**config.mk**
```make
export PLATFORM = sky130hd
export DESIGN_NAME = pt_port_arbiter
export DESIGN_NICKNAME = d
export VERILOG_FILES = /design/src/logic/mmu_pkg.sv /design/src/logic/pt_port_arbiter.sv
export SDC_FILE = /design/constraint.sdc
export NUM_CORES = 1
export LEC_CHECK = 0
export BUFFER_PORTS_ARGS = -buffer_cell sky130_fd_sc_hd__buf_4
export CAP_MARGIN = 20
export CORE_MARGIN = 3
export CORE_UTILIZATION = 20
export DETAILED_ROUTE_END_ITERATION = 8
export GPL_TIMING_DRIVEN = 0
export PLACE_DENSITY = 0.74
export SLEW_MARGIN = 5
export SYNTH_ARGS = -nofsm -noshare
export SYNTH_HDL_FRONTEND = slang
export SYNTH_SLANG_ARGS = --single-unit
```
**constraint.sdc**
```tcl
create_clock -name clk -period 1.05 [get_ports clk]
set_input_delay 0.315 -clock clk [delete_from_list [all_inputs] [get_ports clk]]
set_output_delay 0.315 -clock clk [all_outputs]
set_load 0.01 [all_outputs]
```
**src/logic/mmu_pkg.sv**
```systemverilog
`default_nettype none

package mmu_pkg;

    // Address split
    localparam int VADDR_WIDTH     = 26;
    localparam int PAGE_OFFSET     = 12;
    localparam int VPN_WIDTH       = 14;
    localparam int PPN_WIDTH       = 14;

    // TLB geometry
    localparam int TLB_ENTRIES     = 16;
    localparam int TLB_INDEX_WIDTH = 4;

    // Single-level page table, indexed by the low VPN bits
    localparam int PT_INDEX_WIDTH  = 8;
    localparam int PT_ENTRIES      = 1 << PT_INDEX_WIDTH;
    localparam int PTE_WIDTH       = 32;

    // Page table entry layout
    localparam int PTE_V           = 0;
    localparam int PTE_R           = 1;
    localparam int PTE_W           = 2;
    localparam int PTE_C           = 3;
    localparam int PTE_TAG_LSB     = 4;
    // Upper VPN bits not covered by the table index
    localparam int PTE_TAG_WIDTH   = VPN_WIDTH - PT_INDEX_WIDTH;
    localparam int PTE_PPN_LSB     = 18;

    // Exception codes reported on port 0
    localparam int EXC_WIDTH                   = 3;
    localparam logic [EXC_WIDTH-1:0] EXC_NONE         = 3'd0;
    localparam logic [EXC_WIDTH-1:0] EXC_TLB_MISS     = 3'd1;
    localparam logic [EXC_WIDTH-1:0] EXC_READ_DENIED  = 3'd2;
    localparam logic [EXC_WIDTH-1:0] EXC_WRITE_DENIED = 3'd3;

endpackage

`default_nettype wire

```
**src/logic/pt_port_arbiter.sv**
```systemverilog
`timescale 1ns/1ps
`default_nettype none

module pt_port_arbiter import mmu_pkg::*; (
    input  wire                       clk,
    input  wire                       rst,
    input  wire                       host_wr_en,
    input  wire  [PT_INDEX_WIDTH-1:0] host_wr_addr,
    input  wire  [PTE_WIDTH-1:0]      host_wr_data,
    input  wire                       walk_req,
    input  wire  [PT_INDEX_WIDTH-1:0] walk_addr,
    output logic                      walk_gnt,
    output logic                      mem_en,
    output logic                      mem_we,
    output logic [PT_INDEX_WIDTH-1:0] mem_addr,
    output logic [PTE_WIDTH-1:0]      mem_wdata
);

    // High in the cycle after a walker grant, while its read returns
    logic rd_pending;

    always_ff @(posedge clk or posedge rst) begin
        if (rst)
            rd_pending <= 1'b0;
        else
            rd_pending <= walk_gnt;
    end

    // Host writes take the memory whenever they appear
    assign walk_gnt = walk_req && !host_wr_en && !rd_pending;

    assign mem_en    = host_wr_en || walk_gnt;
    assign mem_we    = host_wr_en;
    assign mem_addr  = host_wr_en ? host_wr_addr : walk_addr;
    assign mem_wdata = host_wr_data;

endmodule

`default_nettype wire

```
# Word level (Yosys, flattened, before mapping)
# Cells that the tools add are included.
classes:
  add_sub_neg: 0
  multipliers: 0
  div: 0
  n_lt_le_gt_ge: 0
  eq_ne: 0
  n_shift: 0
  n_mux: 1
  n_bitwise: 0
  reduce_logical: 5
op_table:
  columns: ["cell", "n"]
  rows:
  - ["8-bit two-way mux", 1]
  - ["1-bit logical AND", 2]
  - ["1-bit logical NOT", 2]
  - ["1-bit logical OR", 1]
totals:
  register_bits: 1
  latch_bits: 0
  mem_bits_rw: 0
  romBits: 0
  in_bits: 52
  out_inout_bits: 43
  wordCells: 7
  mem_count: 0

# Logic depth before layout (Yosys ltp)
depth:
  word_depth: 4
  ltp_mapped: 2

# Least setup slack after synthesis
# OpenSTA, ideal clock, no wires.
synth_path:
  path_type: "input to output"
  startpoint: "in host_wr_en"
  endpoint: "out mem_addr[0]"
  t_arrival_ps: 764
  slack_ps: -29
  stages: 2
  n_path_buf: 1
  path_cell_list: "buf_6 -> mux2_4"
synth_via:
  elab_chain_len: 1
synth_rtl:
  columns: ["item", "line_no", "text"]
  rows:
  - ["start: declaration", "pt_port_arbiter.sv:7", "input wire host_wr_en,"]
  - ["8-bit two-way mux", "pt_port_arbiter.sv:34", "assign mem_addr = host_wr_en ? host_wr_addr : walk_addr;"]
  - ["end: declaration", "pt_port_arbiter.sv:15", "output logic [PT_INDEX_WIDTH-1:0] mem_addr,"]
# Every way passes these cells.

# Final worst setup path
layout_path:
  startpoint: "in host_wr_en"
  endpoint: "out mem_addr[2]"
# The elaborated chain is that of the path after synthesis.

==> flow_summary_export.csv <==
group,metric,value,unit
run_status,status,"complete, but fails checks",
run_status,failed_checks,"setup timing",
global_route,grt_max_degree,6,
yosys,synth-seq-cells,1,
die,die_width,52.05,um
die,std_cell_rows,16,
yosys,synthCells,47,
sta,grt_setup_unrepaired,"yes",
die,coreArea,1982,sq um
sta,final.period_utilization,110.7,%
power,ir_drop,0.2356,mV
yosys,synth_area_per_cell,9.025,sq um
final_layout,final_core_util,51.83,%
global_route,grt_pass1_wl,1918,um
sta,fin_skew,0,ns
place,dp_hpwl,1425,um
power,p_leak,0.5964,nW
sta,fmax,860.4,MHz
clock_network,clkTransAtPathRegs,0,ns
sta,hold_ws,0.1709,ns
die,floorplan.initialDensity,21.40,%
global_route,gr-usage-all-layers,9.442,%
drt,first_pass_iters,2,
final_layout,largest-register,"rd_pending",
final_layout,final_common_cell,"buf_4",
final_layout,largest_reg_flops,1,
drt,wire_per_inst,12.04,um
final_layout,finalNetCount,166,
die,die_h,52.05,um
final_layout,n_fill_cell,178,
drt,vias,530,
sta,finalHoldViolCount,0,
place,portBuffers,61,
final_layout,layout_common_cells,"buf_4, buf_6, mux2_4",
power,seq_power_share,8.5,%
yosys,synth_area,424.2,sq um
sta,timing.final.ws_setup,-0.1122,ns
drt,ant_nets,0,
die,dieArea,2709,sq um
final_layout,reg_top3,"rd_pending: 1 flops",
power,p_comb_share,91.5,%
critical_path,worstReg2RegStart,"rd_pending$_DFF_PP0_",
critical_path,r2r_end,"rd_pending$_DFF_PP0_",
global_route,grt-ovfl-total,0,
sta,worst_pin_slew,0.09769,ns
sta,setup_violations,9,
critical_path,arrival,0.85,ns
global_route,grt_pass1_vias,441,
sta,relSlewSlack,93.47,%
sta,drv_slew,0,
sta,period_needed,1.162,ns
final_layout,layout-drive-gt1-share,97.32,%
yosys,yosys_warnings,0,
critical_path,cp_max_fo,5,
clock_network,clock_latency,0,ns
yosys,ys_types,7,
power,p_int,0.3551,mW
power,clkPwrFrac,0,%
critical_path,end_kind,"primary output",
yosys,syn-num-nets,99,
critical_path,startpoint_type,"primary input",
drt,drt-vias-per-instance,3.813,
drt,drt_wl_total,1674,um
critical_path,rrSetupSlack,0.17,ns
power,p_sw_share,28.54,%
flow_run,drv_cap,0,
final_layout,syn2layout_area_growth,142.2,%
critical_path,worst-setup-path-type,"primary input to primary output",
power,switching_power,0.1418,mW
clock_network,postCtsHoldBufs,0,
place,place.gp.congestion,0.6926,
final_layout,n_antenna_cell,0,
global_route,grt_antenna_before_repair,0,
min_path,hold_class,"primary input to async pin",
critical_path,cp.required,0.73,ns
critical_path,reg2regPathDepth,4,
power,powerDensity,483.8,nW/um^2
yosys,yosysSeqAreaShare,5.900,%
drt,drc,0,
drt,drtIter0Drc,1,
die,ios,95,
cell usage after synthesis:
| master | number | share of area, % |
|---|---|---|
| nor2_1 | 1 | 0.88 |
| dfrtp_1 | 1 | 5.9 |
| nand2b_1 | 2 | 2.9 |
| inv_1 | 1 | 0.88 |
| buf_6 | 1 | 2.7 |
| mux2_4 | 8 | 28 |
| buf_4 | 33 | 58 |
stage by stage:
step	setup TNS (ns)	cells	total power, mW	setup WS, ns	cell area (sq um)
floorplan	-0.05807	47	0.2498	-0.007259	432.9
global placement	-1.094	135	0.4435	-0.1445	924.6
detailed placement	-1.179	135	0.4489	-0.1406	924.6
CTS	-0.8831	138	0.4942	-0.1130	1012
global route	-0.9952	139	0.5238	-0.1247	1027
finish	-0.9039	139	0.4970	-0.1122	1027
power by group through the flow:
stage	registers, mW	logic, mW	clock network, mW
final	0.0423	0.455	0
after global placement	0.0416	0.402	0
after floorplan	0.0415	0.208	0
after detailed placement	0.0422	0.407	0
after CTS	0.0424	0.452	0
after global routing	0.0423	0.481	0
kinds of logic after synthesis:
kind of cell | count (synthesis) | share of synthesized area (%)
buffers and inverters | 35 | 61.95
flip-flops | 1 | 5.899
multiplexers | 8 | 28.32
AND/OR/NAND/NOR | 3 | 3.833
final cells by class:
class                           instances  area [sq um]  share of cell area (%)
Buffer                                 34         267.8                   26.07
Inverter                                1         3.754                  0.3654
Multi-Input combinational cell         11         151.4                   14.74
Tap cell                               27         33.78                   3.289
Sequential cell                         1         25.02                   2.436
Timing Repair Buffer                   65         545.5                   53.11
critical path, stage by stage:
cell    delay (ns)
buf_12        0.11
mux2_4        0.30
buf_6         0.12
per-layer routing:
metal  wire length (um)  track usage (%)  up-vias
met1                390            7.167      231
met2                981            22.18       55
met4                  0                0        0
met5                  0                0        -
met3                303            3.152        0
li1                   -                -      244
timing repair:
item | CTS | global route
endpoints found under the hold margin | 0 | 0
pin swaps | 1 | 1
setup buffers | 2 | 1
resized for setup | 12 | 2
gates cloned | 1 | 0
endpoints found under the setup margin | 9 | 9
worst max-delay path by stage:
stage / startpoint / endpoint / slack, ns / depth (start not counted)
6_report: host_wr_en / mem_addr[2] / -0.11 / 3
4_1_cts: host_wr_en / mem_addr[0] / -0.11 / 3
5_1_grt: host_wr_en / mem_addr[2] / -0.12 / 3
3_5_place_dp: host_wr_en / mem_addr[0] / -0.14 / 3
3_3_place_gp: host_wr_en / mem_addr[2] / -0.14 / 3
2_1_floorplan: host_wr_en / mem_addr[0] / -0.007 / 2
(Power assumes the default switching activity.)
