### src/logic/mmu_pkg.sv
`default_nettype none

package mmu_pkg;

    // Address split
    localparam int VADDR_WIDTH     = 26;
    localparam int PAGE_OFFSET     = 12;
    localparam int VPN_WIDTH       = 14;
    localparam int PPN_WIDTH       = 14;

    // TLB geometry
    localparam int TLB_ENTRIES     = 16;
    localparam int TLB_INDEX_WIDTH = 4;

    // Single-level page table, indexed by the low VPN bits
    localparam int PT_INDEX_WIDTH  = 8;
    localparam int PT_ENTRIES      = 1 << PT_INDEX_WIDTH;
    localparam int PTE_WIDTH       = 32;

    // Page table entry layout
    localparam int PTE_V           = 0;
    localparam int PTE_R           = 1;
    localparam int PTE_W           = 2;
    localparam int PTE_C           = 3;
    localparam int PTE_TAG_LSB     = 4;
    // Upper VPN bits not covered by the table index
    localparam int PTE_TAG_WIDTH   = VPN_WIDTH - PT_INDEX_WIDTH;
    localparam int PTE_PPN_LSB     = 18;

    // Exception codes reported on port 0
    localparam int EXC_WIDTH                   = 3;
    localparam logic [EXC_WIDTH-1:0] EXC_NONE         = 3'd0;
    localparam logic [EXC_WIDTH-1:0] EXC_TLB_MISS     = 3'd1;
    localparam logic [EXC_WIDTH-1:0] EXC_READ_DENIED  = 3'd2;
    localparam logic [EXC_WIDTH-1:0] EXC_WRITE_DENIED = 3'd3;

endpackage

`default_nettype wire

### src/logic/tlb_array.sv
`timescale 1ns/1ps
`default_nettype none

module tlb_array import mmu_pkg::*; (
    input  wire                        clk,
    input  wire                        rst,
    input  wire  [VADDR_WIDTH-1:0]     vaddr_0,
    input  wire  [VADDR_WIDTH-1:0]     vaddr_1,
    input  wire                        valid_0,
    input  wire                        valid_1,
    input  wire                        rw,
    input  wire                        flush,
    input  wire                        fill_en,
    input  wire  [VPN_WIDTH-1:0]       fill_vpn,
    input  wire  [PTE_WIDTH-1:0]       fill_pte,
    input  wire  [TLB_INDEX_WIDTH-1:0] fill_index,
    output logic [VADDR_WIDTH-1:0]     paddr_0,
    output logic [VADDR_WIDTH-1:0]     paddr_1,
    output logic                       paddr_valid_0,
    output logic                       paddr_valid_1,
    output logic                       hit,
    output logic                       pcd,
    output logic                       exception,
    output logic [EXC_WIDTH-1:0]       exception_type,
    output logic                       miss_0,
    output logic                       miss_1
);

    // Entry storage, only the valid bits are reset
    logic [TLB_ENTRIES-1:0] ent_valid;
    logic [VPN_WIDTH-1:0]   ent_vpn [TLB_ENTRIES];
    logic [PPN_WIDTH-1:0]   ent_ppn [TLB_ENTRIES];
    logic [TLB_ENTRIES-1:0] ent_r;
    logic [TLB_ENTRIES-1:0] ent_w;
    logic [TLB_ENTRIES-1:0] ent_c;

    logic [VPN_WIDTH-1:0]       vpn_0;
    logic [VPN_WIDTH-1:0]       vpn_1;
    logic                       hit_0;
    logic                       hit_1;
    logic [TLB_INDEX_WIDTH-1:0] idx_0;
    logic [TLB_INDEX_WIDTH-1:0] idx_1;
    logic                       perm_ok;

    assign vpn_0 = vaddr_0[VADDR_WIDTH-1:PAGE_OFFSET];
    assign vpn_1 = vaddr_1[VADDR_WIDTH-1:PAGE_OFFSET];

    // Parallel search of all entries for both ports
    always_comb begin
        hit_0 = 1'b0;
        hit_1 = 1'b0;
        idx_0 = '0;
        idx_1 = '0;
        for (int i = 0; i < TLB_ENTRIES; i++) begin
            if (ent_valid[i] && (ent_vpn[i] == vpn_0)) begin
                hit_0 = 1'b1;
                idx_0 = TLB_INDEX_WIDTH'(i);
            end
            if (ent_valid[i] && (ent_vpn[i] == vpn_1)) begin
                hit_1 = 1'b1;
                idx_1 = TLB_INDEX_WIDTH'(i);
            end
        end
    end

    // Miss passes the virtual address straight through
    assign paddr_0 = hit_0 ? {ent_ppn[idx_0], vaddr_0[PAGE_OFFSET-1:0]} : vaddr_0;
    assign paddr_1 = hit_1 ? {ent_ppn[idx_1], vaddr_1[PAGE_OFFSET-1:0]} : vaddr_1;
    assign paddr_valid_0 = hit_0;
    assign paddr_valid_1 = hit_1;

    assign miss_0 = valid_0 && !hit_0;
    assign miss_1 = valid_1 && !hit_1;

    // Data port status
    assign hit = hit_0;
    assign pcd = hit_0 ? !ent_c[idx_0] : 1'b1;
    assign perm_ok = rw ? ent_w[idx_0] : ent_r[idx_0];
    assign exception = valid_0 && (!hit_0 || !perm_ok);

    always_comb begin
        exception_type = EXC_NONE;
        if (exception) begin
            if (!hit_0)
                exception_type = EXC_TLB_MISS;
            else if (rw)
                exception_type = EXC_WRITE_DENIED;
            else
                exception_type = EXC_READ_DENIED;
        end
    end

    // A refill on the same edge as a flush still lands
    always_ff @(posedge clk or posedge rst) begin
        if (rst) begin
            ent_valid <= '0;
        end else begin
            if (flush)
                ent_valid <= '0;
            if (fill_en)
                ent_valid[fill_index] <= 1'b1;
        end
    end

    always_ff @(posedge clk) begin
        if (fill_en) begin
            ent_vpn[fill_index] <= fill_vpn;
            ent_ppn[fill_index] <= fill_pte[PTE_PPN_LSB +: PPN_WIDTH];
            ent_r[fill_index]   <= fill_pte[PTE_R];
            ent_w[fill_index]   <= fill_pte[PTE_W];
            ent_c[fill_index]   <= fill_pte[PTE_C];
        end
    end

endmodule

`default_nettype wire

### config.mk
export PLATFORM = sky130hd
export DESIGN_NAME = tlb_array
export DESIGN_NICKNAME = d
export VERILOG_FILES = /design/src/logic/mmu_pkg.sv /design/src/logic/tlb_array.sv
export SDC_FILE = /design/constraint.sdc
export NUM_CORES = 2
export LEC_CHECK = 0
export ABC_CLOCK_PERIOD_IN_PS = 14690
export BUFFER_PORTS_ARGS = -buffer_cell sky130_fd_sc_hd__buf_2
export CORE_MARGIN = 2
export CORE_UTILIZATION = 45
export CTS_CLUSTER_DIAMETER = 150
export DETAILED_ROUTE_END_ITERATION = 10
export PLACE_DENSITY = 0.7
export SLEW_MARGIN = 40
export SYNTH_ARGS = -nofsm -noshare
export SYNTH_HDL_FRONTEND = slang
export SYNTH_SLANG_ARGS = --single-unit
### constraint.sdc
create_clock -name clk -period 14.69 [get_ports clk]
set_input_delay 4.407 -clock clk [delete_from_list [all_inputs] [get_ports clk]]
set_output_delay 4.407 -clock clk [all_outputs]
set_load 0.05 [all_outputs]
-- Word-level counts from Yosys, hierarchy flattened
Memory sizes are Yosys's and may differ from the RTL's.
Cells that the tools add are included.
- bits in registers: 64
- bits of input ports: 109
- memories: 2
- output and inout bits: 62
- word-level logic and storage cells: 167
- bits in writable memories: 448
- memory list (memory ; depth ; bits a word ; rd ports ; clocked after memory_dff ; write ports ; RTL line ; RTL):
    ent_ppn ; 16 ; 14 ; 2 ; 0 ; 1 ; tlb_array.sv:32 ; logic [PPN_WIDTH-1:0] ent_ppn [TLB_ENTRIES];
    ent_vpn ; 16 ; 14 ; 16 ; 0 ; 1 ; tlb_array.sv:31 ; logic [VPN_WIDTH-1:0] ent_vpn [TLB_ENTRIES];
- bitwise operators: 1
- muxes and demuxes: 84
- reductions and logical operators: 41
- equal/unequal tests: 32
- magnitude comparators: 3
- operators with widths (kind ; count):
    $eq A14 B14 Y1 ; 32
    $mux W4 ; 28
    $mux W26 ; 2
    $bwmux W16 ; 3
    $mux W1 ; 43
    $logic_and A1 B1 Y1 ; 36
    $mux W16 ; 2
    $or A16 B16 Y16 ; 1
    $bmux W1 S4 ; 3
    $lt A4 B5 Y1 const B ; 2
    $demux W1 S4 ; 1
    $ge A4 B1 Y1 const B ; 1
    $logic_not A1 Y1 ; 4
    $mux W2 ; 2
    $logic_or A1 B1 Y1 ; 1

-- Logic depth before layout (Yosys ltp)
An unclocked memory read counts as a cell.
- depth after elaboration: 25
- mapped depth: 15
- mapped depth without buffers: 10

-- Worst setup path before layout
OpenSTA, ideal clock, no wires.
- kind: input port to output port
- from: in vaddr_0[15]
- to: out paddr_0[12]
- path buffers: 5
- cell stages on the path: 14
- required time: 10.283 ns
- arrival time: 8.090 ns
- slack: 2.193 ns
- cells stage by stage: buf_2 > buf_4 > xnor2_1 > nand4_1 > nor4_1 > nor3_1 > o41ai_1 > and2_1 > buf_2 > buf_4 > buf_4 > mux2i_1 > o22ai_1 > a221oi_1
- longest elaborated chain between the ends: 19
- elaborated cells between the ends (all ways): 65
- those cells by class: eq/ne (16); mux (32); reduce/logical (16); memory (1)
- RTL lines (element ; RTL line ; RTL):
    from (decl) ; tlb_array.sv:7 ; input wire [VADDR_WIDTH-1:0] vaddr_0,
    $eq A14 B14 Y1 ; tlb_array.sv:55 ; if (ent_valid[i] && (ent_vpn[i] == vpn_0)) begin
    $logic_and A1 B1 Y1 ; tlb_array.sv:55 ;
    $mux W1 ; tlb_array.sv:55 ;
    $mux W4 / $mux W1 (equally long branches) (14 in a row) ; tlb_array.sv:55 ;
    $mem_v2 Z16 W14 / $mux W1 (equally long branches) ; n/a ;
    $mux W26 (*) ; tlb_array.sv:67 ; assign paddr_0 = hit_0 ? {ent_ppn[idx_0], vaddr_0[PAGE_OFFSET-1:0]} : vaddr_0;
    to (decl) ; tlb_array.sv:17 ; output logic [VADDR_WIDTH-1:0] paddr_0,
Mark *: on every way between the ends. The rest lies on a longest branch, timed or not.

-- Final worst setup path
- from: in vaddr_0[19]
- to: out paddr_0[22]
The elaborated chain is that of the path after synthesis.

==> results by group <==
Status
  – Status: completed

Setup path
  – Crit Path Category: in2out
  – CP startpoint: vaddr_0[19]
  – CP max FO: 60
  – Worst R2R Path Depth: 1
  – Setup slack, reg-to-reg: about 14 ns
  – Worst endpoint required time: 10.28 ns
  – Worst flop-to-flop path endpoint: ent_valid[5]$_DFF_PP0_
  – CP endpoint kind: primary output
  – Startpoint type of the worst setup path: primary input
  – R2R Path Start: ent_valid[5]$_DFF_PP0_
  – Crit path DAT: 9.10 ns

Floorplanning
  – Io pins: approximately 170
  – Chip height: 252 um
  – Site Rows: 90
  – Initial Util: 45.7%
  – Floorplan core area: about 0.061 mm^2
  – Die area: 0.0635 mm^2
  – Die X: roughly 250 um

Min path
  – HP Class: reg2reg
  – WHS Endpoint: ent_valid[11]$_DFF_PP0_
  – Min-Delay Path Depth: 1
  – Hold path start: ent_valid[11]$_DFF_PP0_

Synth
  – Synthesized area: 0.0277 mm^2
  – Post-Synthesis Cells: approximately 2,100
  – Synth Register Bits: around 500
  – Synth cell types: 70
  – YS warnings: 0
  – Asr flop ratio synth: 3.13%
  – Post-synth EDFFs: 496
  – Syn avg cell area: 13.2 um^2
  – Most frequent cells after synthesis: 496 x edfxtp_1, 426 x xnor2_1, 230 x mux2i_1
  – Area share of the largest cell type after synthesis: 53.8%
  – Post-synthesis sequential area ratio: 55.2%
  – Top FF cell, synth: edfxtp_1
  – Most common cell in the netlist: edfxtp_1
  – Mapped Nets: between 2,000 and 2,500
  – Area leader, netlist: edfxtp_1
  – Synth top area cells: edfxtp_1 54%, xnor2_1 13%, mux2i_1 8.3%

Pwr
  – Sw frac: 24.8%
  – Pwr dens: around 110 mW/mm^2
  – P_int: 2.46 mW
  – Leak: 9.39 nW
  – VDD IR max: 0.109 mV
  – Sequential share of power: 50.4%
  – P_sw: 0.814 mW
  – Clock power frac: 40.6%
  – Combinational power share: roughly 9.0%

Clocking
  – CTS HTree Levels: 2
  – Clock Latency Late Sink: about 0.63 ns
  – Sinks on Clock Net: 512
  – Hold Buf Count CTS: 0
  – CTS tree: done
  – CTS root buf: clkbuf_16
  – Postcts setup bufs: 0
  – CTS buffer count: 55
  – Clock buffer depth: 3
  – CTS resizes: 0
  – Clock Pin Slew Worst Setup and Hold Paths: 0.06 ns

Placed design
  – DP Cell Count: just under 3,000
  – Gpl congestion: 1.02
  – Port Buf Inserts: 106
  – DP HPWL: between 50,000 and 60,000 um

Drt
  – Routed length per instance: 30.0 um
  – First DRT Iteration DRCs: 2,261
  – Routed WL: approximately 91,000 um
  – Vias per cell: between 6 and 7
  – Via count: 19,404
  – TritonRoute pass-1 iters: 5
  – DRC errors left: 0
  – Antenna violation net count after detailed routing: 0

Global routing
  – Pin count of the biggest net entering global routing: 61
  – Vias in the first global route: 19,359
  – Overflow after GRT: 0
  – Initial antenna violation count: 2
  – Overall Global Routing Usage: approximately 28%
  – First-pass GRT wire length: 129,000 um

Cells and area
  – Area growth, synth to finish: 11.5%
  – Layout cell share with drive strength beyond 1: 16.9%
  – Fillers: 5,108
  – Final nets: 2,308
  – # diodes: 0
  – Final Non-Filler Cells: 3,027

STA
  – Clk_skew: 0 ns
  – Fin. max-slew vios: 0
  – Hold Violations, Final: 0
  – Slew HR: 44.9%
  – Slew @ Worst Pin: between 0.8 and 0.9 ns
  – TNS Setup: 0 ns
  – Max Freq: 74.0 MHz
  – Unrepaired setup endpoints after global routing: no
  – Setup violations, final: 0
  – Min cycle time layout: between 10 and 15 ns
  – Final period utilization: 91.9%

Run
  – Max_cap viols: 0
worst max-delay path by stage:
stage	endpoint	slack (ns)	cells after the start
5_1_grt	paddr_0[24]	1.02	14
4_1_cts	paddr_0[17]	1.13	13
3_5_place_dp	paddr_0[17]	1.14	13
2_1_floorplan	paddr_0[12]	2.19	14
3_3_place_gp	paddr_1[12]	1.02	15
6_report	paddr_0[22]	1.19	14
critical path, cell delays in order:
cell and delay (ns):
buf_2 0.53, buf_4 0.38, xnor2_1 0.19, nand3_1 0.11
nor4_1 0.69, or2_1 0.32, o311ai_4 0.21, nand2_8 0.38
buf_12 0.39, mux2_2 0.24, o22ai_1 0.07, a221o_1 0.29
a221oi_1 0.45, buf_2 0.36
per-stage QoR:
stage / total power [mW] / utilization [%] / worst slack [ns] / hold slack (ns) / cell area [um^2]
final: 3.28 / 51.0 / 1.19 / 0.564 / 30900
after global routing: 3.36 / 51.0 / 1.02 / 0.590 / 30900
after CTS: 3.28 / 50.9 / 1.13 / 0.564 / 30900
after detailed placement: 1.97 / 48.1 / 1.14 / 0.545 / 29100
after global placement: 1.96 / 47.8 / 1.02 / 0.554 / 29000
after floorplan: 1.87 / - / 2.19 / 0.513 / 27700
final cells by class:
cell class / instances / area, um^2 / area share [%]
Inverter: 9 / 33.8 / 0.109
Sequential cell: 512 / 15300 / 49.5
Timing Repair Buffer: 194 / 1310 / 4.23
Clock inverter: 35 / 277 / 0.895
Clock buffer: 68 / 1450 / 4.68
Tap cell: 782 / 978 / 3.17
Multi-Input combinational cell: 1427 / 11500 / 37.4
sequential cells by signal, indices dropped and copies added, names as in the netlist:
signal     flops
ent_valid     16
ent_r         16
ent_vpn      224
ent_c         16
ent_ppn      224
ent_w         16
layout by cell type (no fill, tap or decap), drive strengths merged, types with 3 or more instances in the layout:
master	instances
nand4	183
buf	194
a211oi	21
o22ai	28
nor3	56
mux2i	230
o21ai	4
or2	3
a21oi	17
nor2b	4
nor2	69
a221oi	14
inv	13
nand2	18
xnor2	427
nand3	65
nand2b	3
nand4b	6
o311ai	3
a31oi	3
nor4	68
clkinvlp	4
clkbuf	68
edfxtp	496
clkinv	25
a221o	14
xor2	21
or4	10
a211o	6
o2111ai	3
a22o	14
or3	4
a21o	16
mux2	85
and3	10
dfrtp	16
power by group through the flow:
stage	Clock [mW]	Sequential, mW	Combinational, mW
after floorplan	0	1.68	0.196
after global placement	0	1.68	0.284
after detailed placement	0	1.68	0.286
after CTS	1.34	1.65	0.288
after global routing	1.40	1.65	0.307
final	1.33	1.65	0.296
cell families (layout without fill, tap and decap cells):
logic type | Yosys count | after routing | share of synthesized area, %
compound gates | 153 | 153 | 4.35
xor+xnor | 448 | 448 | 14.2
buf+inv | 153 | 306 | 3.82
flops | 512 | 512 | 55.2
mux | 315 | 315 | 11.8
other cells | 1 | 1 | 0.0135
simple gates | 510 | 510 | 10.6
routing by layer:
metal	global-route usage, %	up-vias	part of all wire, %
met4	11.4	2	4.4
met2	45.4	1195	46
met3	5.31	264	10
li1	-	8245	-
met1	37.6	9698	39
met5	0	-	0.013
No activity file was read; power rests on OpenSTA's default activity.
