$ cat src/logic/mmu_pkg.sv
`default_nettype none

package mmu_pkg;

    // Address split
    localparam int VADDR_WIDTH     = 26;
    localparam int PAGE_OFFSET     = 12;
    localparam int VPN_WIDTH       = 14;
    localparam int PPN_WIDTH       = 14;

    // TLB geometry
    localparam int TLB_ENTRIES     = 16;
    localparam int TLB_INDEX_WIDTH = 4;

    // Single-level page table, indexed by the low VPN bits
    localparam int PT_INDEX_WIDTH  = 8;
    localparam int PT_ENTRIES      = 1 << PT_INDEX_WIDTH;
    localparam int PTE_WIDTH       = 32;

    // Page table entry layout
    localparam int PTE_V           = 0;
    localparam int PTE_R           = 1;
    localparam int PTE_W           = 2;
    localparam int PTE_C           = 3;
    localparam int PTE_TAG_LSB     = 4;
    // Upper VPN bits not covered by the table index
    localparam int PTE_TAG_WIDTH   = VPN_WIDTH - PT_INDEX_WIDTH;
    localparam int PTE_PPN_LSB     = 18;

    // Exception codes reported on port 0
    localparam int EXC_WIDTH                   = 3;
    localparam logic [EXC_WIDTH-1:0] EXC_NONE         = 3'd0;
    localparam logic [EXC_WIDTH-1:0] EXC_TLB_MISS     = 3'd1;
    localparam logic [EXC_WIDTH-1:0] EXC_READ_DENIED  = 3'd2;
    localparam logic [EXC_WIDTH-1:0] EXC_WRITE_DENIED = 3'd3;

endpackage

`default_nettype wire

$ cat src/logic/page_walker.sv
`timescale 1ns/1ps
`default_nettype none

module page_walker import mmu_pkg::*; (
    input  wire                        clk,
    input  wire                        rst,
    input  wire                        miss_0,
    input  wire                        miss_1,
    input  wire  [VADDR_WIDTH-1:0]     vaddr_0,
    input  wire  [VADDR_WIDTH-1:0]     vaddr_1,
    input  wire                        walk_gnt,
    input  wire  [PTE_WIDTH-1:0]       mem_rdata,
    output logic                       walk_req,
    output logic [PT_INDEX_WIDTH-1:0]  walk_addr,
    output logic                       fill_en,
    output logic [VPN_WIDTH-1:0]       fill_vpn,
    output logic [PTE_WIDTH-1:0]       fill_pte,
    output logic [TLB_INDEX_WIDTH-1:0] fill_index,
    output logic                       walk_busy,
    output logic                       walk_fault
);

    typedef enum logic [1:0] {
        ST_IDLE,
        ST_REQ,
        ST_WAIT,
        ST_FINISH
    } walk_state_t;

    walk_state_t                state;
    logic [VPN_WIDTH-1:0]       vpn_q;
    logic [PTE_WIDTH-1:0]       pte_q;
    logic [TLB_INDEX_WIDTH-1:0] rr_ptr;
    logic                       pte_ok;

    // Entry must be valid and its tag must match the upper VPN bits
    assign pte_ok = pte_q[PTE_V] &&
        (pte_q[PTE_TAG_LSB +: PTE_TAG_WIDTH] == vpn_q[VPN_WIDTH-1 -: PTE_TAG_WIDTH]);

    always_ff @(posedge clk or posedge rst) begin
        if (rst) begin
            state  <= ST_IDLE;
            rr_ptr <= '0;
        end else begin
            case (state)
                ST_IDLE: begin
                    if (miss_0 || miss_1)
                        state <= ST_REQ;
                end
                ST_REQ: begin
                    if (walk_gnt)
                        state <= ST_WAIT;
                end
                // Read data is valid one cycle after the grant
                ST_WAIT: state <= ST_FINISH;
                ST_FINISH: begin
                    state <= ST_IDLE;
                    if (pte_ok)
                        rr_ptr <= rr_ptr + 1'b1;
                end
                default: state <= ST_IDLE;
            endcase
        end
    end

    // Port 0 wins when both ports miss
    always_ff @(posedge clk) begin
        if (state == ST_IDLE && (miss_0 || miss_1))
            vpn_q <= miss_0 ? vaddr_0[VADDR_WIDTH-1:PAGE_OFFSET]
                            : vaddr_1[VADDR_WIDTH-1:PAGE_OFFSET];
        if (state == ST_WAIT)
            pte_q <= mem_rdata;
    end

    assign walk_req   = (state == ST_REQ);
    assign walk_addr  = vpn_q[PT_INDEX_WIDTH-1:0];
    assign walk_busy  = (state != ST_IDLE);
    assign fill_en    = (state == ST_FINISH) && pte_ok;
    assign walk_fault = (state == ST_FINISH) && !pte_ok;
    assign fill_vpn   = vpn_q;
    assign fill_pte   = pte_q;
    assign fill_index = rr_ptr;

endmodule

`default_nettype wire

$ cat config.mk
export PLATFORM = sky130hd
export DESIGN_NAME = page_walker
export DESIGN_NICKNAME = d
export VERILOG_FILES = /design/src/logic/mmu_pkg.sv /design/src/logic/page_walker.sv
export SDC_FILE = /design/constraint.sdc
export NUM_CORES = 1
export LEC_CHECK = 0
export BUFFER_PORTS_ARGS = -buffer_cell sky130_fd_sc_hd__buf_4
export CORE_MARGIN = 5
export CORE_UTILIZATION = 45
export CTS_BUF_LIST = sky130_fd_sc_hd__clkbuf_4
export DETAILED_ROUTE_END_ITERATION = 12
export PLACE_DENSITY = 0.95
export SLEW_MARGIN = 10
export SYNTH_ARGS = -nofsm -noshare
export SYNTH_HDL_FRONTEND = slang
export SYNTH_SLANG_ARGS = --single-unit
$ cat constraint.sdc
create_clock -name clk -period 2.6 [get_ports clk]
set_clock_uncertainty 0.05 [all_clocks]
set_input_delay 0.26 -clock clk [delete_from_list [all_inputs] [get_ports clk]]
set_output_delay 0.26 -clock clk [all_outputs]
set_load 0.05 [all_outputs]
# Word level (Yosys, flattened, before mapping)
# Cells that the tools add are included.
# op_classes
n_mux,4
add_sub_neg,1
n_eq_ne,6
reduce_logical,10
# op_table
op,n
14-bit 2-to-1 mux,1
2-bit one-hot mux with 4 select lines,1
6-bit == test,1
"4-bit by 1-bit adder with 4-bit output, second input constant",1
"2-bit == test, second input constant",2
1-bit logical AND,4
2-bit 2-to-1 mux,2
2-bit AND reduction,2
"2-bit by 1-bit == test with 1-bit output, second input constant",1
2-bit zero test,1
"2-bit by 1-bit inequality test with 1-bit output, second input constant",1
"2-bit inequality test, second input constant",1
2-bit nonzero test,1
1-bit zero test,1
1-bit logical OR,1
# totals
ff_bits,52
elab_cells,25
out_inout_bits,62
inputBits,89

# Depth between registers and ports, before layout
# Gate-level depths: netlist (run 1).
# logic_depth
ltp_word,4
depth_mapped,6
mapped_depth_nobuf,6

# Worst setup path before layout (run 1)
# OpenSTA, ideal clock, no wires.
# synth_path
kind,register to register
from,reg vpn_q[10] (netlist: fill_vpn[10])
to,reg rr_ptr[1] (netlist: fill_index[1])
period_less_slack_ns,2.291
path_stages_with_launch,5
setup_ns,0.125
arrival_time_ns,2.116
n_path_buf,0
t_required_ns,2.425
setup_slack_ns,0.309
cell_sequence,edfxtp_1 xnor2_2 nand4_4 nor4b_4 mux2_4
# synth_via
elab_chain_len,3
# synth_lines
item,line_no,source
start: declaration,page_walker.sv:31,logic [VPN_WIDTH-1:0] vpn_q;
start signal: assignment,page_walker.sv:69,vpn_q <= miss_0 ? vaddr_0[VADDR_WIDTH-1:PAGE_OFFSET]
6-bit == test,page_walker.sv:38,(pte_q[PTE_TAG_LSB +: PTE_TAG_WIDTH] == vpn_q[VPN_WIDTH-1 -: PTE_TAG_WIDTH]);
1-bit logical AND,page_walker.sv:37,assign pte_ok = pte_q[PTE_V] &&
2-bit AND reduction (no source line),n/a,
end signal: assignment,page_walker.sv:59,rr_ptr <= rr_ptr + 1'b1;
end: declaration,page_walker.sv:33,logic [TLB_INDEX_WIDTH-1:0] rr_ptr;
# Every way passes these cells.
# A chain may end at the register's enable or synchronous reset.

# Worst setup path after layout (run 1)
# layout_path
from,reg vpn_q[9] (netlist: fill_vpn[9])
to,out fill_en
# layout_via
elab_chain_len,3
# layout_lines
item,line_no,source
6-bit == test,page_walker.sv:38,
1-bit logical AND,page_walker.sv:37,
1-bit logical AND,page_walker.sv:78,assign fill_en = (state == ST_FINISH) && pte_ok;
end: declaration,page_walker.sv:15,"output logic fill_en,"
# Every way passes these cells.

==> qor.yml, run 1 <==
status:
  outcome: "complete, no violations"
cts:
  cts_resized: 0
  clk_pin_slew_worst_paths_ns: 0.15
  cts_tree: "yes"
  htreeDepth: 2
  numClockSinks: 52
  clock_latency_ns: 0.38
  clock_path_buffers: 2
  root_buffer: "clkbuf_4"
  cts_buffers: 5
power_and_ir_drop:
  ir_drop_v: 0.0005488
  p_clk_share_pct: 10.6
  power_density_nw_per_um2: 1034
  p_leak_uw: 0.001520
  swShare_pct: 47.36
  switchingPower_uw: 1685
  power_frac_seq_pct: 37.8
  intPower_uw: 1873
  power_frac_comb_pct: 51.6
setup_path:
  cp_data_arrival_time_ns: 1.89
  worstSetupStartpointType: "register"
  rr_endpoint: "fill_index[1]"
  cp-endpoint: "fill_en"
  cp-end-kind: "output pin"
  rrSetupSlack_ns: 0.87
  critPathMaxFanout: 4
  cp.required_ns: 2.29
  crit_chain: "xnor2_1 -> nand2_1 -> nor4b_4 -> buf_4"
  startpoint: "fill_vpn[9]"
  reg2reg_depth: 4
  cpMaxStageDelayCell: "edfxtp_1"
  cp.depth: 4
  worst-path-buf-inv: 1
  critical-path-top-delay-family: "simple AND/OR/NAND/NOR gates"
  critPathKind: "register to output pin"
  reg2reg_from: "fill_vpn[9]"
  slowest_delay_ns: 0.47
yosys:
  ys_seq_area_share_pct: 73.25
  ys_ff_latch: 52
  syn_nets: 207
  syn_inst: 112
  syn_area_per_cell_sq_um: 18.67
  synth_cell_types: 23
  syn-cell-area_sq_um: 2091
  ys_warn_count: 0
detailed_routing:
  ant_nets: 0
  dr.max_layer_used: "met4"
  drcViolationCount: 0
  wl_per_cell_um: 19.07
  routed-wl-met3_um: 258
  viasPerCell: 4.762
  wl_met2_um: 3742
  vias: 1538
  dr.pass1.iters: 4
  drt_iter0_drc: 69
  wl_met1_um: 1949
  drt-total-wl_um: 6160
hold_path:
  whs_path_depth: 2
  hp-class: "primary input to register"
final_layout:
  fillers: 258
  nets: 365
  multi_input_area_sq_um: 475.5
  num_antenna_cells: 0
  regArea_sq_um: 1531
  area_growth_pct: 64.51
  drive_gt1_share_pct: 58.30
global_route:
  grt_max_degree: 34
  gr-total-overflow: 0
  grt_pass1_wl_um: 8687
  grt_pass1_vias: 1685
  antenna_found_initial: 0
  grtUsageTotal_pct: 19.54
floorplanning:
  die_area_sq_um: 6109
  num_rows: 24
  initial_utilization_pct: 47.04
  die_x_um: 78.16
  pin_count: 151
  fp.coreArea_sq_um: 4444
  die_y_um: 78.16
sta:
  tns_ns: 0
  fin_ws_ns: 0.3985
  hold_viol: 0
  finalCriticalPeriod_ns: 2.201
  maxSlewViolCount: 0
  fmax_mhz: 454.2
  finalCritPeriodShare_pct: 84.67
  worstMarginPinSlew_ns: 0.4385
  finalSetupViolations: 0
  slew_headroom_pct: 70.77
  rsz0062_at_grt: "false"
placement:
  gp_congestion: 0.8786
  io_buffers: 126
  dp_hpwl_um: 4271
  dpl_worst_slack_ns: 0.8359
flow_run:
  max_cap_violations: 0
-- cell usage after synthesis --
library cell | n | area (sq um)
buf_2 | 1 | 5.000
nand2_1 | 3 | 11.26
xnor2_1 | 2 | 17.52
xor2_2 | 1 | 16.27
nor2_1 | 2 | 7.510
o31a_2 | 1 | 10.01
nand4_4 | 1 | 21.27
xnor2_2 | 3 | 48.80
mux2_4 | 1 | 15.01
dfrtp_1 | 6 | 150.1
nand4_1 | 1 | 6.260
edfxtp_1 | 46 | 1381
nor4_1 | 2 | 12.51
a21oi_1 | 1 | 5.000
clkbuf_1 | 1 | 3.750
xor2_1 | 3 | 26.28
nor2b_1 | 1 | 6.260
mux2_2 | 14 | 157.7
ha_1 | 6 | 75.07
o21ai_0 | 3 | 15.01
nor4b_4 | 1 | 23.77
buf_4 | 8 | 60.06
inv_1 | 4 | 15.01
-- per-stage QoR --
stage | hold slack (ns) | instance area (sq um) | power, uW | util [%] | cells
after floorplan | 0.0009591 | 2091 | 2605 | - | 112
after global placement | 0.1371 | 3048 | 3114 | 68.58 | 282
after detailed placement | 0.1456 | 3048 | 3153 | 68.58 | 282
after CTS | 0.0002968 | 3359 | 3541 | 75.59 | 315
after global routing | 0.08468 | 3440 | 3711 | 77.39 | 323
final | 0.1239 | 3440 | 3557 | 77.39 | 323
-- worst reg2reg max path, stage by stage, from the launching register on --
cell	delay [ns]
edfxtp_1	0.47
xnor2_1	0.19
nand2_1	0.19
nor4b_4	0.40
mux2_4	0.33
-- cells by family after synthesis --
| kind of cell | count (synthesis) | synth area share (%) |
|---|---|---|
| mux | 15 | 8.258 |
| xor+xnor | 9 | 5.207 |
| flops | 52 | 73.25 |
| compound gates | 5 | 1.436 |
| fa+ha+maj | 6 | 3.591 |
| simple gates | 11 | 4.249 |
| buf+inv | 14 | 4.009 |
-- what timing repair did --
action                    4_1_cts  5_1_grt
hold buffers                   25        8
hold endpoints to repair       30        8
setup buffers                   0        0
-- sequential cells by signal, indices dropped and copies added (netlist names) --
name        flops
fill_vpn       14
fill_index      4
fill_pte       32
state           2
-- layer usage --
metal  vias to the layer above  global-route usage (%)
met5                         -                       0
met1                       746                   18.43
li1                        717                       -
met3                        18                   5.492
met4                         0                   9.266
met2                        57                   38.36
-- layout by cell type (no fill, tap or decap) --
cell type,instances
mux2_4,1
nand4_1,1
o31a_2,1
xor2_1,3
buf_4,128
xor2_2,1
mux2_2,14
clkinv_4,1
inv_1,4
nor4_1,2
xnor2_1,2
dfrtp_1,6
o21ai_0,3
clkinvlp_4,1
edfxtp_1,46
nand2_1,3
nor2b_1,1
clkbuf_4,6
nand4_4,1
ha_1,6
xnor2_2,3
nor4b_4,1
dlygate4sd3_1,33
a21oi_1,1
nor2_1,2
-- layout make-up --
type	count	area share (%)
flip-flops and latches	52	44.53
repair buffers	161	37.54
multi-input cells	46	13.82
well taps	52	1.892
clock buffers	6	1.310
clock inverters	2	0.4729
inverters	4	0.4365
-- power groups by stage --
stage | combinational, uW | clock [uW] | sequential (uW)
after global routing | 1910 | 431 | 1370
after global placement | 1770 | 0 | 1340
after floorplan | 561 | 0 | 2040
after detailed placement | 1800 | 0 | 1360
final | 1840 | 376 | 1350
after CTS | 1830 | 374 | 1340
-- worst min path at each step --
stage / end / start / slack [ns]
after detailed placement: fill_index[0] / rst / 0.15
after global placement: fill_index[2] / rst / 0.14
after floorplan: fill_index[0] / rst / 0.001
after CTS: fill_pte[27] / mem_rdata[27] / 0.0003
final: fill_vpn[12] / vaddr_0[24] / 0.12
after global routing: fill_vpn[12] / vaddr_1[24] / 0.08
Note: power is estimated with default switching activity, not from simulation.
==> inputs of run 2 (changes only) <==
--- a/config.mk
+++ b/config.mk
@@ -5,12 +5,13 @@
 export SDC_FILE = /design/constraint.sdc
 export NUM_CORES = 1
 export LEC_CHECK = 0
+export ABC_AREA = 1
 export BUFFER_PORTS_ARGS = -buffer_cell sky130_fd_sc_hd__buf_4
 export CORE_MARGIN = 5
-export CORE_UTILIZATION = 45
+export CORE_UTILIZATION = 38
 export CTS_BUF_LIST = sky130_fd_sc_hd__clkbuf_4
 export DETAILED_ROUTE_END_ITERATION = 12
-export PLACE_DENSITY = 0.95
+export PLACE_DENSITY = 0.87
 export SLEW_MARGIN = 10
 export SYNTH_ARGS = -nofsm -noshare
 export SYNTH_HDL_FRONTEND = slang
==> constraint.sdc (replaced) <==
create_clock -name clk -period 1.8 [get_ports clk]
set_clock_uncertainty 0.05 [all_clocks]
set_input_delay 0.18 -clock clk [delete_from_list [all_inputs] [get_ports clk]]
set_output_delay 0.18 -clock clk [all_outputs]
set_load 0.05 [all_outputs]
==> run 2 against run 1 <==
Global-route usage decreased by 1.6 points. Clock power is 42% higher. Total power increased by 47%. Critical path depth is 4 higher. Highest routed layer unchanged. Utilization shrank 11 points. Hold slack lost 0.094 ns. Combinational power grew 50%.
==> qor.yml, run 2 <==
yosys:
  synth_top_cell_area_share_pct: 62.91
  syn_inst: 194
  syn-cell-area_sq_um: 2196
  yosys-top-cells-area: "edfxtp_1 63%, nand2_1 12%, dfrtp_1 6.8%"
  synth_edf_count: 46
  synth_top_area_cell: "edfxtp_1"
  synth.most_common_cell: "nand2_1"
  ys_ff_latch: 52
  syn_area_per_cell_sq_um: 11.32
  synth_cell_types: 17
  ys_warn_count: 0
  synth_top_flop_cell: "edfxtp_1"
  syn_nets: 289
  ys_seq_area_share_pct: 69.74
  synth_commonest_cells: "73 x nand2_1, 46 x edfxtp_1, 25 x inv_1"
  ys_async_sr_fraction_pct: 11.54
final_layout:
  layout_common_cells: "132 x buf_4, 73 x nand2_1, 46 x edfxtp_1"
  drive_gt1_share_pct: 42.66
  largest_register_ffs: 32
  num_antenna_cells: 0
  area_growth_pct: 67.58
  stdcell_area_sq_um: 3680
  final_common_cell: "buf_4"
  nets: 455
setup_path:
  worst-path-buf-inv: 3
  crit_top_cell: "nand2_1"
  critPathKind: "register to output pin"
  rrSetupSlack_ns: 0.18
  reg2reg_depth: 4
  cp-end-kind: "output pin"
  cpMaxStageDelayCell: "edfxtp_1"
  worstSetupStartpointType: "register"
  rr_endpoint: "fill_vpn[8]"
  cp.required_ns: 1.57
  cp_data_arrival_time_ns: 1.53
  cp.depth: 8
  critPathMaxFanout: 4
  slowest_delay_ns: 0.50
  crit_chain: "nand2_1 -> nand2_1 -> inv_1 -> nand2_1 -> nor2_2 -> nand3_2 -> inv_2 -> buf_8"
  critical-path-top-delay-family: "flip-flops"
  reg2reg_from: "state[0]"
sta:
  whs_ns: 0.02996
  finalCriticalPeriod_ns: 1.756
  hold_viol: 0
  rsz0062_at_grt: "true"
  fmax_mhz: 569.6
  worstMarginPinSlew_ns: 0.4609
  slew_headroom_pct: 69.20
  maxSlewViolCount: 0
  finalCritPeriodShare_pct: 97.53
  finalSetupViolations: 0
global_route:
  grt_pass1_vias: 2206
  grt.busiest_layer: "met2"
  grtUsageTotal_pct: 17.93
  antenna_found_initial: 0
  met2_usage_pct: 33.78
  use_met1_pct: 17.61
  gr-total-overflow: 0
  grt_max_degree: 32
  grt_pass1_wl_um: 10190
  use_met3_pct: 4.899
detailed_routing:
  viasPerCell: 4.536
  drt_iter0_drc: 72
  drt-total-wl_um: 6466
  wl_per_cell_um: 14.93
  vias: 1964
  drcViolationCount: 0
  dr.pass1.iters: 6
  ant_nets: 0
status:
  outcome: "complete, no violations"
cts:
  clk_pin_slew_worst_paths_ns: 0.15
  clock_path_buffers: 2
  numClockSinks: 52
  clock_latency_ns: 0.36
  cts_tree: "yes"
  htreeDepth: 2
  cts_buffers: 5
  root_buffer: "clkbuf_4"
power_and_ir_drop:
  power_uw: 5239
  power_density_nw_per_um2: 1424
  p_leak_uw: 0.001783
  switchingPower_uw: 2487
  ir_drop_v: 0.0009430
  intPower_uw: 2752
  p_clk_share_pct: 10.2
  power_frac_comb_pct: 52.7
  power_frac_seq_pct: 37.1
  swShare_pct: 47.47
placement:
  dpl_cell_area_sq_um: 3211
  gp_congestion: 0.7482
  io_buffers: 126
  dp_hpwl_um: 4530
floorplanning:
  fp.coreArea_sq_um: 5574
  initial_utilization_pct: 39.39
  die_area_sq_um: 7399
  die_y_um: 86.02
  die_x_um: 86.02
  pin_count: 151
  num_rows: 27
flow_run:
  max_cap_violations: 0
hold_path:
  worst_hold_startpoint: "vaddr_1[22]"
  hp-class: "primary input to register"
  whs_path_depth: 3
  hold_end: "fill_vpn[10]"
==> run 2: cell types whose count changed in the layout (fill, tap and decap cells not counted), sizes merged, moves of 5 or more <==
cell / change
nor2: +5
nand3: +9
a21oi: +5
nand2: +71
mux2: -15
inv: +21
buf: +7
==> run 2: through the flow <==
stage               utilization, %  setup TNS (ns)  worst slack, ns  std cells
floorplan                        -               0         0.002777        194
global placement             57.60               0           0.2325        385
detailed placement           57.60               0           0.1897        385
CTS                          65.63               0         0.008404        432
global route                 66.02         -0.1447         -0.08707        433
finish                       66.02               0          0.04443        433
==> run 2: routing by layer <==
metal  up-vias  routed length (um)
met4         0                 219
met2        93                3511
met3        20                 493
li1        945                   -
met5         -                   0
met1       906                2242
==> run 2: power by group through the flow <==
stage | combinational [uW] | clock, uW | sequential (uW)
after detailed placement | 2650 | 0 | 1960
after global placement | 2610 | 0 | 1950
after CTS | 2750 | 558 | 1930
final | 2760 | 534 | 1940
after global routing | 2910 | 603 | 1980
after floorplan | 826 | 0 | 2950
==> run 2: how the worst max path moves through the flow <==
stage	startpoint	to	slack [ns]
after floorplan	state[0]	fill_pte[0]	0.003
after global placement	state[0]	fill_vpn[7]	0.23
after detailed placement	state[0]	fill_vpn[7]	0.19
after CTS	fill_vpn[11]	walk_fault	0.008
after global routing	fill_vpn[11]	walk_fault	-0.09
final	fill_vpn[9]	fill_en	0.04
==> run 2: cell families after synthesis <==
group                      after synthesis  share of synthesized area [%]
xor gates and xnor gates                 2                         0.7979
and+or+nand+nor                         91                          16.58
AOI/OAI and AO/OA                        8                          1.994
adders and majority gates                6                          3.419
buffers and inverters                   35                          7.465
DFF                                     52                          69.74
==> run 2: area by class of cell <==
class                   count  area, sq um
clock inverters             2        16.27
inverters                  25        93.84
fillers                   414         1894
flip-flops and latches     52         1531
clock buffers               6        45.04
repair buffers            169         1378
well taps                  72        90.09
multi-input cells         107        525.5
==> run 2: worst register-to-register path, stage by stage, from the launching register on <==
cell,delay (ns)
dfrtp_1,0.44
inv_1,0.14
ha_1,0.20
inv_1,0.09
a21oi_4,0.39
==> run 2: what timing repair did <==
| action | in CTS | in global routing |
|---|---|---|
| resized for setup | 2 | 7 |
| buffers inserted | 5 | 1 |
| pin swaps | 3 | 7 |
| hold endpoints to repair | 39 | 0 |
| setup endpoints to repair | 2 | 2 |
| hold buffers | 34 | 0 |
==> inputs of run 3 (changes only) <==
--- a/config.mk
+++ b/config.mk
@@ -5,13 +5,13 @@
 export SDC_FILE = /design/constraint.sdc
 export NUM_CORES = 1
 export LEC_CHECK = 0
-export ABC_AREA = 1
+export ABC_AREA = 0
 export BUFFER_PORTS_ARGS = -buffer_cell sky130_fd_sc_hd__buf_4
 export CORE_MARGIN = 5
-export CORE_UTILIZATION = 38
+export CORE_UTILIZATION = 42
 export CTS_BUF_LIST = sky130_fd_sc_hd__clkbuf_4
 export DETAILED_ROUTE_END_ITERATION = 12
-export PLACE_DENSITY = 0.87
+export PLACE_DENSITY = 0.92
 export SLEW_MARGIN = 10
 export SYNTH_ARGS = -nofsm -noshare
 export SYNTH_HDL_FRONTEND = slang
==> constraint.sdc (replaced) <==
create_clock -name clk -period 1.85 [get_ports clk]
set_clock_uncertainty 0.05 [all_clocks]
set_input_delay 0.185 -clock clk [delete_from_list [all_inputs] [get_ports clk]]
set_output_delay 0.185 -clock clk [all_outputs]
set_load 0.05 [all_outputs]
==> run 3 against run 2 <==
The flow now finishes with violations (negative setup slack). Global-route usage increased by 1.8 points. Combinational power shrank 2%. First-iteration DRC count down 46%. Largest cell class unchanged. Utilization increased by 9.1 points. Largest power group unchanged. Setup slack lost 0.14 ns. Clock power grew 25%. Sequential cell count did not move. Critical path type unchanged. Cell count shrank 19%. Wire length decreased by 3.2%. Critical endpoint unchanged. Design area down 2.3%. Hold slack improved by 0.011 ns. Sequential share of layout area increased by 0.99 points.
==> qor.yml, run 3 (synthesis gave the netlist of run 1 again) <==
floorplanning:
  initial_utilization_pct: 43.69
  pin_count: 151
  die_area_sq_um: 6489
  num_rows: 25
  die_x_um: 80.56
  die_y_um: 80.56
  fp.coreArea_sq_um: 4786
sta:
  whs_ns: 0.04053
  slew_headroom_pct: 78.89
  finalCriticalPeriod_ns: 1.947
  worstMarginPinSlew_ns: 0.3137
  fmax_mhz: 513.5
  rsz0062_at_grt: "true"
  maxSlewViolCount: 0
  finalCritPeriodShare_pct: 105.3
  fin_ws_ns: -0.09737
  hold_viol: 0
  finalSetupViolations: 2
cts:
  root_buffer: "clkbuf_4"
  numClockSinks: 52
  clock_latency_ns: 0.38
  htreeDepth: 2
  clk_pin_slew_worst_paths_ns: 0.17
  cts_tree: "yes"
  cts_buffers: 5
  clock_path_buffers: 2
detailed_routing:
  wl_per_cell_um: 17.89
  drcViolationCount: 0
  dr.pass1.iters: 4
  ant_nets: 0
  viasPerCell: 4.560
  vias: 1596
  drt_iter0_drc: 39
  drt-total-wl_um: 6262
final_layout:
  largest_register_ffs: 32
  multi_input_area_sq_um: 488.0
  area_growth_pct: 71.93
  fillers: 274
  regArea_sq_um: 1531
  nets: 377
  fin_cells: 350
  drive_gt1_share_pct: 61.13
  layout_common_cells: "137 x buf_4, 46 x edfxtp_1, 33 x dlygate4sd3_1"
  final_common_cell: "buf_4"
  num_antenna_cells: 0
global_route:
  grt.busiest_layer: "met2"
  grt_pass1_vias: 1755
  use_met3_pct: 8.296
  antenna_found_initial: 0
  grt_pass1_wl_um: 9163
  met2_usage_pct: 37.83
  use_met1_pct: 18.11
  gr-total-overflow: 0
  grt_max_degree: 22
  grtUsageTotal_pct: 19.75
setup_path:
  cp_data_arrival_time_ns: 1.71
  reg2reg_from: "fill_vpn[9]"
  cp-end-kind: "output pin"
  reg2reg_depth: 6
  rr_endpoint: "fill_index[1]"
  critPathKind: "register to output pin"
  worstSetupStartpointType: "register"
  cp.required_ns: 1.62
  critPathMaxFanout: 4
  rrSetupSlack_ns: 0.03
power_and_ir_drop:
  p_leak_uw: 0.001602
  power_density_nw_per_um2: 1465
  ir_drop_v: 0.0009029
hold_path:
  whs_path_depth: 2
  worst_hold_startpoint: "vaddr_1[22]"
  hp-class: "primary input to register"
  hold_end: "fill_vpn[10]"
status:
  outcome: "complete, but fails checks"
  violations: "negative setup slack"
flow_run:
  max_cap_violations: 0
placement:
  dp_hpwl_um: 4107
  gp_congestion: 0.7638
  placed_cells: 298
  io_buffers: 126
[run 3: cell count changes in the layout (fill, tap and decap cells not counted), sizes merged, moves of 9 or more]
cell   change
inv       -20
mux2      +15
nand2     -71
nand3      -9
[run 3: worst max path at each step]
| stage | slack, ns | startpoint | endpoint |
|---|---|---|---|
| 3_5_place_dp | 0.19 | fill_vpn[10] | fill_index[1] |
| 3_3_place_gp | 0.22 | fill_vpn[10] | fill_index[1] |
| 6_report | -0.1 | fill_vpn[9] | fill_en |
| 5_1_grt | -0.18 | fill_vpn[11] | fill_en |
| 2_1_floorplan | -0.44 | fill_vpn[10] | fill_index[1] |
| 4_1_cts | -0.15 | fill_pte[7] | fill_en |
[run 3: through the flow]
| stage | setup WS (ns) | utilization (%) | cell area, sq um | power (uW) | setup TNS, ns |
|---|---|---|---|---|---|
| floorplan | -0.4411 | - | 2093 | 3664 | -0.8530 |
| global placement | 0.2156 | 64.29 | 3077 | 4397 | 0 |
| detailed placement | 0.1886 | 64.29 | 3077 | 4435 | 0 |
| CTS | -0.1502 | 74.56 | 3568 | 5224 | -0.2356 |
| global route | -0.1824 | 75.11 | 3595 | 5477 | -0.3825 |
| finish | -0.09737 | 75.11 | 3595 | 5265 | -0.1830 |
[run 3: worst max-delay path, cell delays in order, from the launching register on]
cell and delay, ns:
edfxtp_1 0.48, xnor2_2 0.20, nand2_2 0.12, nor4b_4 0.31
buf_6 0.21
[run 3: cell type report]
cell class                 count  area share [%]
multi-input combinational     46           13.57
clock inverter                 3           1.288
sequential                    52           42.60
inverter                       4          0.4177
tap                           67           2.332
clock buffer                   5           1.044
timing repair buffer         173           38.74
[run 3: timing repair]
action / CTS / global route
hold buffers: 33 / 0
pin swaps: 4 / 3
setup endpoints to repair: 2 / 2
gates resized for setup: 3 / 2
setup buffers: 9 / 2
hold endpoints to repair: 38 / 0
[run 3: per-layer routing]
layer	wire, um	vias to the layer above
met5	0	-
met4	180	0
met3	613	13
met2	3479	89
met1	1988	746
li1	-	748
[run 3: where the power goes]
part	leakage (uW)	switching (uW)	total [uW]	internal, uW
logic	0.00104	1850	2700	848
registers	0.000511	190	1900	1710
clock network	0.0000471	378	670	292
total	0.00160	2420	5270	2850
